--- src/logic/dramLoaderPkg.sv ---
// DRAM loader shared types

package dramLoaderPkg;

  ////////////////////////////////////////////////////////////
  // Word widths

  // EBUS data width, bit 0 is the MSB as on the DEC machines
  localparam int EbusBits = 36;

  // Largest number of location pairs in one D line
  localparam int MaxPairsPerLine = 10;

  typedef logic [15:0] W16;
  typedef logic [0:EbusBits-1] W36;

  typedef logic [8:0] tDramAddress;

  // Diagnostic load functions for the DRAM (octal)
  typedef enum logic [6:0] {
    diagfLDRAM1 = 7'o60,
    diagfLDRAM2 = 7'o61,
    diagfLDRAM3 = 7'o62,
    diagfLDRJEV = 7'o63,
    diagfLDRJOD = 7'o64
  } tDiagFunction;

  ////////////////////////////////////////////////////////////
  // Triple word views

  // Even or odd word of a pair
  typedef struct packed {
    logic [1:0] spare15;
    logic [2:0] a;
    logic [2:0] b;
    logic [1:0] spare7;
    logic       parity;
    logic       spare4;
    // J7 in bit 3, J8 to J10 below it
    logic [3:0] j;
  } tDramEvenOdd;

  // Common word, J1 to J4 only
  typedef struct packed {
    logic [11:0] spare;
    logic [3:0]  j;
  } tDramCommon;

  typedef union packed {
    tDramEvenOdd eo;
    tDramCommon  cm;
  } tDramHalfWord;

  ////////////////////////////////////////////////////////////
  // Link payloads

  typedef enum logic [1:0] {
    fkData,
    fkLetter,
    fkEol
  } tFieldKind;

  // Decoder to parser
  typedef struct packed {
    W16         word;
    tFieldKind  kind;
    logic [7:0] letter;
  } tFieldWord;

  // Parser to unpacker
  typedef struct packed {
    tDramAddress  addr;
    tDramHalfWord even;
    tDramHalfWord odd;
    tDramHalfWord common;
  } tDramPair;

  // Unpacker to strober and onto the bus
  typedef struct packed {
    tDiagFunction func;
    tDramAddress  addr;
    W36           data;
  } tDiagWrite;

endpackage
--- src/logic/dramLoaderTop.sv ---
// DRAM microcode loader top
`timescale 1ns/10ps

module dramLoaderTop import dramLoaderPkg::*; #(
  parameter int StrobeCycles = 3
) (
  input  logic       clk,
  input  logic       rst,
  input  logic [7:0] charIn,
  input  logic       charReq,
  output logic       charAck,
  output tDiagWrite  diagBus,
  output logic       diagStrobe,
  output logic [7:0] goodLines,
  output logic [7:0] badLines,
  output logic       loadDone
);

  ////////////////////////////////////////////////////////////
  // Pipeline links

  tFieldWord field;
  logic      fieldReq;
  logic      fieldAck;
  tDramPair  pair;
  logic      pairReq;
  logic      pairAck;
  tDiagWrite write;
  logic      writeReq;
  logic      writeAck;
  // Parser results for the status block
  logic      lineGood;
  logic      lineBad;
  logic      endOfFile;

  asciiFieldDecoder fieldDecoder (
    .clk, .rst, .charIn, .charReq, .charAck,
    .field, .fieldReq, .fieldAck
  );

  dramRecordParser recordParser (
    .clk, .rst, .field, .fieldReq, .fieldAck,
    .pair, .pairReq, .pairAck,
    .lineGood, .lineBad, .endOfFile
  );

  dramPairUnpacker pairUnpacker (
    .clk, .rst, .pair, .pairReq, .pairAck,
    .write, .writeReq, .writeAck
  );

  diagStrober #(.StrobeCycles(StrobeCycles)) strober (
    .clk, .rst, .write, .writeReq, .writeAck,
    .diagBus, .diagStrobe
  );

  loaderStatus status (
    .clk, .rst, .lineGood, .lineBad, .endOfFile,
    .goodLines, .badLines, .loadDone
  );

endmodule

--- src/logic/loaderStatus.sv ---
// Load status counters
`timescale 1ns/10ps

module loaderStatus (
  input  logic       clk,
  input  logic       rst,
  input  logic       lineGood,
  input  logic       lineBad,
  input  logic       endOfFile,
  output logic [7:0] goodLines,
  output logic [7:0] badLines,
  output logic       loadDone
);

  always_ff @(posedge clk) begin
    if (rst) begin
      goodLines <= '0;
      badLines  <= '0;
      loadDone  <= 1'b0;
    end else begin
      // Counters stick at full scale
      if (lineGood && goodLines != 8'hff) goodLines <= goodLines + 8'd1;
      if (lineBad && badLines != 8'hff) badLines <= badLines + 8'd1;
      // End record seen, sticky until reset
      if (endOfFile) loadDone <= 1'b1;
    end
  end

endmodule

--- src/logic/diagStrober.sv ---
// Diagnostic bus strobe generator
`timescale 1ns/10ps

module diagStrober import dramLoaderPkg::*; #(
  parameter int StrobeCycles = 3
) (
  input  logic      clk,
  input  logic      rst,
  input  tDiagWrite write,
  input  logic      writeReq,
  output logic      writeAck,
  output tDiagWrite diagBus,
  output logic      diagStrobe
);

  localparam int CntW = (StrobeCycles > 1) ? $clog2(StrobeCycles) : 1;

  typedef enum logic [1:0] {ssIdle, ssStrobe, ssHold} tStrobeState;

  tStrobeState     state;
  logic [CntW-1:0] cnt;

  always_ff @(posedge clk) begin
    if (rst) begin
      state      <= ssIdle;
      cnt        <= '0;
      writeAck   <= 1'b0;
      diagBus    <= '0;
      diagStrobe <= 1'b0;
    end else begin
      if (writeAck && !writeReq) writeAck <= 1'b0;

      unique case (state)
        ssIdle: if (writeReq && !writeAck) begin
          // Bus and strobe come up together
          diagBus    <= write;
          diagStrobe <= 1'b1;
          writeAck   <= 1'b1;
          cnt        <= CntW'(StrobeCycles - 1);
          state      <= ssStrobe;
        end
        ssStrobe: begin
          if (cnt == '0) begin
            diagStrobe <= 1'b0;
            state      <= ssHold;
          end else begin
            cnt <= cnt - 1'b1;
          end
        end
        default: begin
          // Hold cycle done, bus released for the idle cycle
          diagBus <= '0;
          state   <= ssIdle;
        end
      endcase
    end
  end

endmodule

--- src/logic/dramPairUnpacker.sv ---
// DRAM pair to diagnostic writes
`timescale 1ns/10ps

module dramPairUnpacker import dramLoaderPkg::*; (
  input  logic      clk,
  input  logic      rst,
  input  tDramPair  pair,
  input  logic      pairReq,
  output logic      pairAck,
  output tDiagWrite write,
  output logic      writeReq,
  input  logic      writeAck
);

  typedef enum logic [2:0] {usIdle, usLoad, usSend, usWait, usAck} tUnpackState;

  tUnpackState state;
  logic [2:0]  fnIdx;
  tDiagWrite   nextWrite;
  tDramEvenOdd even;
  tDramEvenOdd odd;
  tDramCommon  common;

  assign even   = pair.even.eo;
  assign odd    = pair.odd.eo;
  assign common = pair.common.cm;

  ////////////////////////////////////////////////////////////
  // EBUS bit mapping of functions 60 to 64

  always_comb begin
    nextWrite.addr = pair.addr;
    nextWrite.data = '0;
    unique case (fnIdx)
      3'd0: begin
        nextWrite.func        = diagfLDRAM1;
        nextWrite.data[12:14] = even.a;
        nextWrite.data[15:17] = even.b;
      end
      3'd1: begin
        nextWrite.func        = diagfLDRAM2;
        nextWrite.data[12:14] = odd.a;
        nextWrite.data[15:17] = odd.b;
      end
      3'd2: begin
        nextWrite.func        = diagfLDRAM3;
        nextWrite.data[14:17] = common.j;
      end
      3'd3: begin
        nextWrite.func        = diagfLDRJEV;
        nextWrite.data[12]    = even.parity;
        nextWrite.data[15:17] = even.j[2:0];
      end
      default: begin
        // J7 is common but written from the odd word
        nextWrite.func        = diagfLDRJOD;
        nextWrite.data[12]    = odd.parity;
        nextWrite.data[14]    = odd.j[3];
        nextWrite.data[15:17] = odd.j[2:0];
      end
    endcase
  end

  always_ff @(posedge clk) begin
    if (rst) begin
      state    <= usIdle;
      fnIdx    <= '0;
      pairAck  <= 1'b0;
      writeReq <= 1'b0;
    end else begin
      unique case (state)
        usIdle: if (pairReq && !pairAck) begin
          fnIdx <= '0;
          state <= usLoad;
        end
        usLoad: begin
          write    <= nextWrite;
          writeReq <= 1'b1;
          state    <= usSend;
        end
        usSend: if (writeAck) begin
          writeReq <= 1'b0;
          state    <= usWait;
        end
        usWait: if (!writeAck) begin
          // Pair is acknowledged only after the fifth write
          if (fnIdx == 3'd4) begin
            pairAck <= 1'b1;
            state   <= usAck;
          end else begin
            fnIdx <= fnIdx + 1'b1;
            state <= usLoad;
          end
        end
        default: if (!pairReq) begin
          pairAck <= 1'b0;
          state   <= usIdle;
        end
      endcase
    end
  end

endmodule

--- src/logic/dramRecordParser.sv ---
// D record framing and pair playout
`timescale 1ns/10ps

module dramRecordParser import dramLoaderPkg::*; (
  input  logic      clk,
  input  logic      rst,
  input  tFieldWord field,
  input  logic      fieldReq,
  output logic      fieldAck,
  output tDramPair  pair,
  output logic      pairReq,
  input  logic      pairAck,
  output logic      lineGood,
  output logic      lineBad,
  output logic      endOfFile
);

  localparam int BufDepth = 3 * MaxPairsPerLine;
  localparam int BufIdxW  = $clog2(BufDepth);
  localparam int PairCntW = $clog2(MaxPairsPerLine + 1);

  typedef enum logic [1:0] {psScan, psLoad, psSend, psWait} tParseState;

  tParseState          state;
  W16                  lineBuf [BufDepth];
  W16                  sum;
  W16                  sumNext;
  W16                  wordCount;
  W16                  addrWord;
  logic [1:0]          wordIdx;
  logic [1:0]          tripleCnt;
  logic [BufIdxW-1:0]  wrIdx;
  logic [BufIdxW-1:0]  rdIdx;
  logic [PairCntW-1:0] pairCnt;
  logic [PairCntW-1:0] pairsLeft;
  tDramAddress         lastAddr;
  tDramAddress         curAddr;
  tDramAddress         startAddr;
  logic                takeWord;
  logic                inDLine;
  logic                bufWrite;

  assign takeWord  = (state == psScan) && fieldReq && !fieldAck;
  assign inDLine   = (field.letter == "D");
  assign sumNext   = sum + field.word;
  // Address zero continues where the previous line ended
  assign startAddr = (addrWord == '0) ? lastAddr : addrWord[8:0];
  assign bufWrite  = takeWord && inDLine && (field.kind == fkData) && (wordIdx == 2'd2) &&
                     (pairCnt < PairCntW'(MaxPairsPerLine));

  // Line buffer holds the triples of one line
  always_ff @(posedge clk) begin
    if (bufWrite) lineBuf[wrIdx] <= field.word;
  end

  always_ff @(posedge clk) begin
    if (rst) begin
      state     <= psScan;
      fieldAck  <= 1'b0;
      pairReq   <= 1'b0;
      lineGood  <= 1'b0;
      lineBad   <= 1'b0;
      endOfFile <= 1'b0;
      sum       <= '0;
      wordIdx   <= '0;
      tripleCnt <= '0;
      wrIdx     <= '0;
      pairCnt   <= '0;
      lastAddr  <= '0;
    end else begin
      lineGood  <= 1'b0;
      lineBad   <= 1'b0;
      endOfFile <= 1'b0;
      if (fieldAck && !fieldReq) fieldAck <= 1'b0;

      unique case (state)
        psScan: begin
          if (takeWord) begin
            fieldAck <= 1'b1;
            if (field.kind == fkLetter) begin
              // New line, clear framing
              sum       <= '0;
              wordIdx   <= '0;
              tripleCnt <= '0;
              wrIdx     <= '0;
              pairCnt   <= '0;
            end else if (inDLine && field.kind == fkData) begin
              sum <= sumNext;
              if (wordIdx == 2'd0) begin
                wordCount <= field.word;
                wordIdx   <= 2'd1;
              end else if (wordIdx == 2'd1) begin
                addrWord <= field.word;
                wordIdx  <= 2'd2;
              end else if (bufWrite) begin
                wrIdx <= wrIdx + 1'b1;
                if (tripleCnt == 2'd2) begin
                  tripleCnt <= '0;
                  pairCnt   <= pairCnt + 1'b1;
                end else begin
                  tripleCnt <= tripleCnt + 1'b1;
                end
              end
            end else if (inDLine && field.kind == fkEol) begin
              // Negated checksum brings the sum to zero
              if (sumNext != '0) begin
                lineBad <= 1'b1;
              end else if (wordCount == '0 && addrWord == '0) begin
                endOfFile <= 1'b1;
                lastAddr  <= '0;
              end else begin
                lineGood  <= 1'b1;
                curAddr   <= startAddr;
                lastAddr  <= startAddr + tDramAddress'({pairCnt, 1'b0});
                rdIdx     <= '0;
                pairsLeft <= pairCnt;
                if (pairCnt != '0) state <= psLoad;
              end
            end
          end
        end
        psLoad: begin
          pair    <= '{addr: curAddr, even: lineBuf[rdIdx], odd: lineBuf[rdIdx + 1],
                       common: lineBuf[rdIdx + 2]};
          pairReq <= 1'b1;
          state   <= psSend;
        end
        psSend: begin
          if (pairAck) begin
            pairReq <= 1'b0;
            state   <= psWait;
          end
        end
        default: begin
          // Wait for the unpacker to finish its handshake
          if (!pairAck) begin
            if (pairsLeft == PairCntW'(1)) begin
              state <= psScan;
            end else begin
              pairsLeft <= pairsLeft - 1'b1;
              rdIdx     <= rdIdx + BufIdxW'(3);
              curAddr   <= curAddr + tDramAddress'(2);
              state     <= psLoad;
            end
          end
        end
      endcase
    end
  end

endmodule

--- src/logic/asciiFieldDecoder.sv ---
// ASCIIized character decoder
`timescale 1ns/10ps

module asciiFieldDecoder import dramLoaderPkg::*; (
  input  logic       clk,
  input  logic       rst,
  input  logic [7:0] charIn,
  input  logic       charReq,
  output logic       charAck,
  output tFieldWord  field,
  output logic       fieldReq,
  input  logic       fieldAck
);

  W16         accum;
  logic       atLineStart;
  logic [7:0] lineLetter;
  logic       linkIdle;
  logic       isSkip;
  logic       isComma;
  logic       isNewline;

  // Only take a character once the parser link is back to rest
  assign linkIdle  = !fieldReq && !fieldAck;
  assign isSkip    = (charIn == 8'h20) || (charIn == 8'h0d);
  assign isComma   = (charIn == 8'h2c);
  assign isNewline = (charIn == 8'h0a);

  always_ff @(posedge clk) begin
    if (rst) begin
      charAck     <= 1'b0;
      fieldReq    <= 1'b0;
      accum       <= '0;
      atLineStart <= 1'b1;
      lineLetter  <= '0;
    end else begin
      // Parser took the word
      if (fieldReq && fieldAck) fieldReq <= 1'b0;

      if (charAck && !charReq) begin
        charAck <= 1'b0;
      end else if (charReq && !charAck && linkIdle) begin
        charAck <= 1'b1;
        if (isNewline) begin
          // Last word of the line is the checksum
          field       <= '{word: accum, kind: fkEol, letter: lineLetter};
          fieldReq    <= 1'b1;
          accum       <= '0;
          atLineStart <= 1'b1;
          lineLetter  <= '0;
        end else if (isSkip) begin
          accum <= accum;
        end else if (atLineStart) begin
          // Record letter
          field       <= '{word: '0, kind: fkLetter, letter: charIn};
          fieldReq    <= 1'b1;
          lineLetter  <= charIn;
          atLineStart <= 1'b0;
        end else if (isComma) begin
          field    <= '{word: accum, kind: fkData, letter: lineLetter};
          fieldReq <= 1'b1;
          accum    <= '0;
        end else begin
          // Octal 100 masked off leaves the low six bits
          accum <= {accum[9:0], charIn[5:0]};
        end
      end
    end
  end

endmodule

--- config.mk ---
export PLATFORM = sky130hd
export DESIGN_NAME = dramLoaderTop
export DESIGN_NICKNAME = d
export VERILOG_FILES = /design/src/logic/dramLoaderPkg.sv /design/src/logic/dramLoaderTop.sv /design/src/logic/loaderStatus.sv /design/src/logic/diagStrober.sv /design/src/logic/dramPairUnpacker.sv /design/src/logic/dramRecordParser.sv /design/src/logic/asciiFieldDecoder.sv
export SDC_FILE = /design/constraint.sdc
export NUM_CORES = 1
export LEC_CHECK = 0
export BUFFER_PORTS_ARGS = -buffer_cell sky130_fd_sc_hd__buf_2
export CAP_MARGIN = 20
export CORE_ASPECT_RATIO = 0.9
export CORE_MARGIN = 2
export CORE_UTILIZATION = 60
export CTS_CLUSTER_DIAMETER = 100
export CTS_CLUSTER_SIZE = 30
export DETAILED_ROUTE_END_ITERATION = 12
export GPL_TIMING_DRIVEN = 1
export PLACE_DENSITY = 0.79
export SYNTH_ARGS = -nofsm -noshare
export SYNTH_HDL_FRONTEND = slang
export SYNTH_HIERARCHICAL = 1
export SYNTH_SLANG_ARGS = --single-unit
export TNS_END_PERCENT = 1
--- constraint.sdc ---
create_clock -name clk -period 7.5 [get_ports clk]
set_input_delay 0.75 -clock clk [delete_from_list [all_inputs] [get_ports clk]]
set_output_delay 0.75 -clock clk [all_outputs]
set_load 0.005 [all_outputs]
==> flow_results.org <==
** Worst setup path
- Among all stages on the critical path, the largest delay is contributed by sky130_fd_sc_hd__edfxtp_1.
- For the worst setup path, the data required time is around 7700 ps.
- Worst stage delay on the critical path :: between 800 and 900 ps
- Crit end category :: flop
- By startpoint and endpoint, the worst setup path is classified as flop to flop.
- The worst setup path is launched from a flop.
- Grouping stages by cell kind, the critical path spends the most delay in compound AO/OA/AOI/OAI gates.
- Critical path arrival :: about 4800 ps
- Maximum fanout along the worst path :: 33
- List of cells traversed by the critical path :: ha_1, fa_1, a21o_1, a221oi_2, xnor2_1, nor4_1, nand4b_1, nand3b_1, nor3_1, o21a_1
- Counting both buffers and inverters, the worst setup path holds a total of 0.

** Clocking
- Number of buffers between clock root and the deepest sink :: 3
- Clock Tree Root :: sky130_fd_sc_hd__clkbuf_16
- Post-CTS clock slew at the launch and capture registers of the worst setup and hold paths :: 120 ps
- Max H-tree Level :: 1
- Clock tree synthesis found a total of 613 sinks.
- In this run the post-CTS setup repair buffer count came out at 0.
- Hold_buf cts :: 0
- TritonCTS buffer count :: 24
- Count of cells resized by post-cts repair :: 0
- TritonCTS built the clock tree.
- For the worst-skew pair, the clock arrives at the later sink with an insertion delay of 590 ps.

** Synthesis
- The mapped netlist covers 0.0290 mm^2.
- A synthesized cell averages 14.9 um^2.
- Synthesized instance count :: 1941
- The Yosys step of the flow raised 6 warnings.

** Floorplanning
- In this run the vertical extent of the chip is roughly 210 um.
- From left edge to right edge, the die measures 236 um.
- Starting density of the core :: 60.6%
- Count of boundary I/O pins :: 82
- Core Box Area :: 0.0478 mm^2
- The floorplan step defined a die boundary enclosing approximately 0.05 mm^2.
- In this run the core area contains 76 standard-cell rows.

** STA
- Finish-stage setup viols :: 0
- The number of slew-limit violations in the final report is 0.
- Transition time at the pin with the least slew margin :: 1190 ps
- Setup skew after layout :: 24.4 ps
- Setup repair after global routing left no endpoint under its margin.
- For this run, the top clock speed supported by timing is 221 MHz.
- Dividing the final minimum period by the clock period gives 60.5%.
- Measured against its own limit, the worst slew margin works out to 20.8%.
- Summed over all failing endpoints, the final setup total negative slack is 0 ps.
- The routed design could run at a clock period as short as 4530 ps.
- The hold violation count in the final report is 0.

** Final layout
- The filler cells instantiated in the layout total ~3200.
- After the last flow step, the layout net total stands at between 1500 and 2000.
- Proportion of layout cells with a drive suffix above 1 :: 25.0%
- The area growth from synthesis to layout is 5.51%.
- After routing the design area is roughly 0.031 mm^2.

** Global route
- Number of antenna violations at the first check in global routing :: 0
- The total overflow left after global routing is 0.
- The first global-routing pass estimated around 100000 um of wire.
- GR Util All Layers :: 26.1%
- Entering global routing, the biggest net connects 150 pins.
- Number of global-route vias before repair :: 16300

** Power and ir drop
- Peak supply drop :: 0.209 mV
- Standby leakage power :: 0.00989 uW
- For this design the ratio of total power to cell area is around 190 mW/mm^2.

** Outcome
- The flow ran to the end, and the final reports show no timing, DRC or antenna violations.

** Place
- Placed cell areas :: slightly below 0.03 mm^2
- The HPWL after detailed placement is 41200 um.
- Count of input and output buffers :: between 80 and 90
- Final Wtd Congestion :: 0.887

** Route
- After detailed routing, the number of remaining DRC violations is 0.
- Dividing the detail-routed wire length by the instance count gives 25.6 um.
- Dividing the detail-routed via count by the number of cells gives 6.79.
- The routed design has roughly 65000 um of wire.
- Detailed routing inserted a total of roughly 17000 vias.
- The detailed router finished its first iteration with 2124 violations.
- Once detail routing completed, the nets flagged for antenna violations numbered 0.
- Pre-Repair DR Iteration Count :: 8

** Job
- Across the run, the number of max-cap violations was 0.

** Min path
- Path category of the worst min-delay check :: input pin to flop
[final timing paths]
kind | from | to | slack (ps) | depth (start not counted)
setup / recovery | fieldDecoder/field[10] | recordParser/rdIdx[3] | 2970 | 10
hold reg to reg | recordParser/pair[55] | pairUnpacker/write[43] | 430 | 0
setup reg to reg | fieldDecoder/field[10] | recordParser/rdIdx[3] | 2970 | 10
hold / removal | charIn[7] | fieldDecoder/lineLetter[7] | 430 | 3
[placed cells by master (no fill, tap or decap), types with 37 or more instances in the layout]
master,count
sky130_fd_sc_hd__a21oi_1,52
sky130_fd_sc_hd__a32oi_1,53
sky130_fd_sc_hd__buf_2,80
sky130_fd_sc_hd__dfxtp_1,155
sky130_fd_sc_hd__edfxtp_1,458
sky130_fd_sc_hd__ha_1,44
sky130_fd_sc_hd__inv_1,37
sky130_fd_sc_hd__mux2_2,48
sky130_fd_sc_hd__mux4_2,223
sky130_fd_sc_hd__nand2_1,95
sky130_fd_sc_hd__nor2_1,141
[per-layer routing]
layer / track usage (%) / wire length [um] / vias to the layer above
met5: 0 / 0 / -
met2: 42.1 / 31200 / 905
met4: 5.53 / 1450 / 0
li1: - / - / 7471
met1: 37.6 / 26100 / 8861
met3: 4.99 / 6560 / 117
[report_power, final]
part / switching [uW] / internal (uW) / leakage (uW) / total (uW)
Sequential: 60.0 / 3690 / 0.00540 / 3750
Combinational: 196 / 124 / 0.00415 / 320
Clock: 994 / 642 / 0.000339 / 1640
[registers in the layout, indices dropped and copies added (netlist names), 9 cells and up]
signal	cells
recordParser/lastAddr	9
recordParser/sum	16
strober/diagBus	52
pairUnpacker/write	18
recordParser/lineBuf	330
recordParser/curAddr	9
fieldDecoder/field	26
recordParser/addrWord	16
fieldDecoder/accum	16
recordParser/pair	34
recordParser/wordCount	16
[worst reg2reg max path: stages, from the launching register on]
cell and delay, ps:
sky130_fd_sc_hd__edfxtp_1 820, sky130_fd_sc_hd__ha_1 450, sky130_fd_sc_hd__fa_1 410, sky130_fd_sc_hd__a21o_1 200
sky130_fd_sc_hd__a221oi_2 440, sky130_fd_sc_hd__xnor2_1 160, sky130_fd_sc_hd__nor4_1 330, sky130_fd_sc_hd__nand4b_1 160
sky130_fd_sc_hd__nand3b_1 330, sky130_fd_sc_hd__nor3_1 230, sky130_fd_sc_hd__o21a_1 620
[layout make-up]
class	instances	area [um^2]	area share, %
well taps	624	781	2.55
diodes	2	5.00	0.0164
clock inverters	2	25.0	0.0818
repair buffers	116	871	2.85
multi-input cells	1117	11200	36.7
flip-flops and latches	613	16900	55.1
inverters	38	143	0.466
clock buffers	42	689	2.25
[per-stage QoR]
| step | hold slack, ps | cells | util [%] | power, uW | setup slack, ps |
|---|---|---|---|---|---|
| after floorplan | 400 | 1973 | - | 4070 | 3450 |
| after global placement | 401 | 2497 | 61.9 | 4120 | 3200 |
| after detailed placement | 405 | 2497 | 61.9 | 4140 | 3060 |
| after CTS | 403 | 2541 | 63.4 | 5740 | 3020 |
| after global routing | 409 | 2552 | 63.9 | 5890 | 2620 |
| final | 426 | 2554 | 63.9 | 5710 | 2970 |
Note: power is estimated with default switching activity, not from simulation.
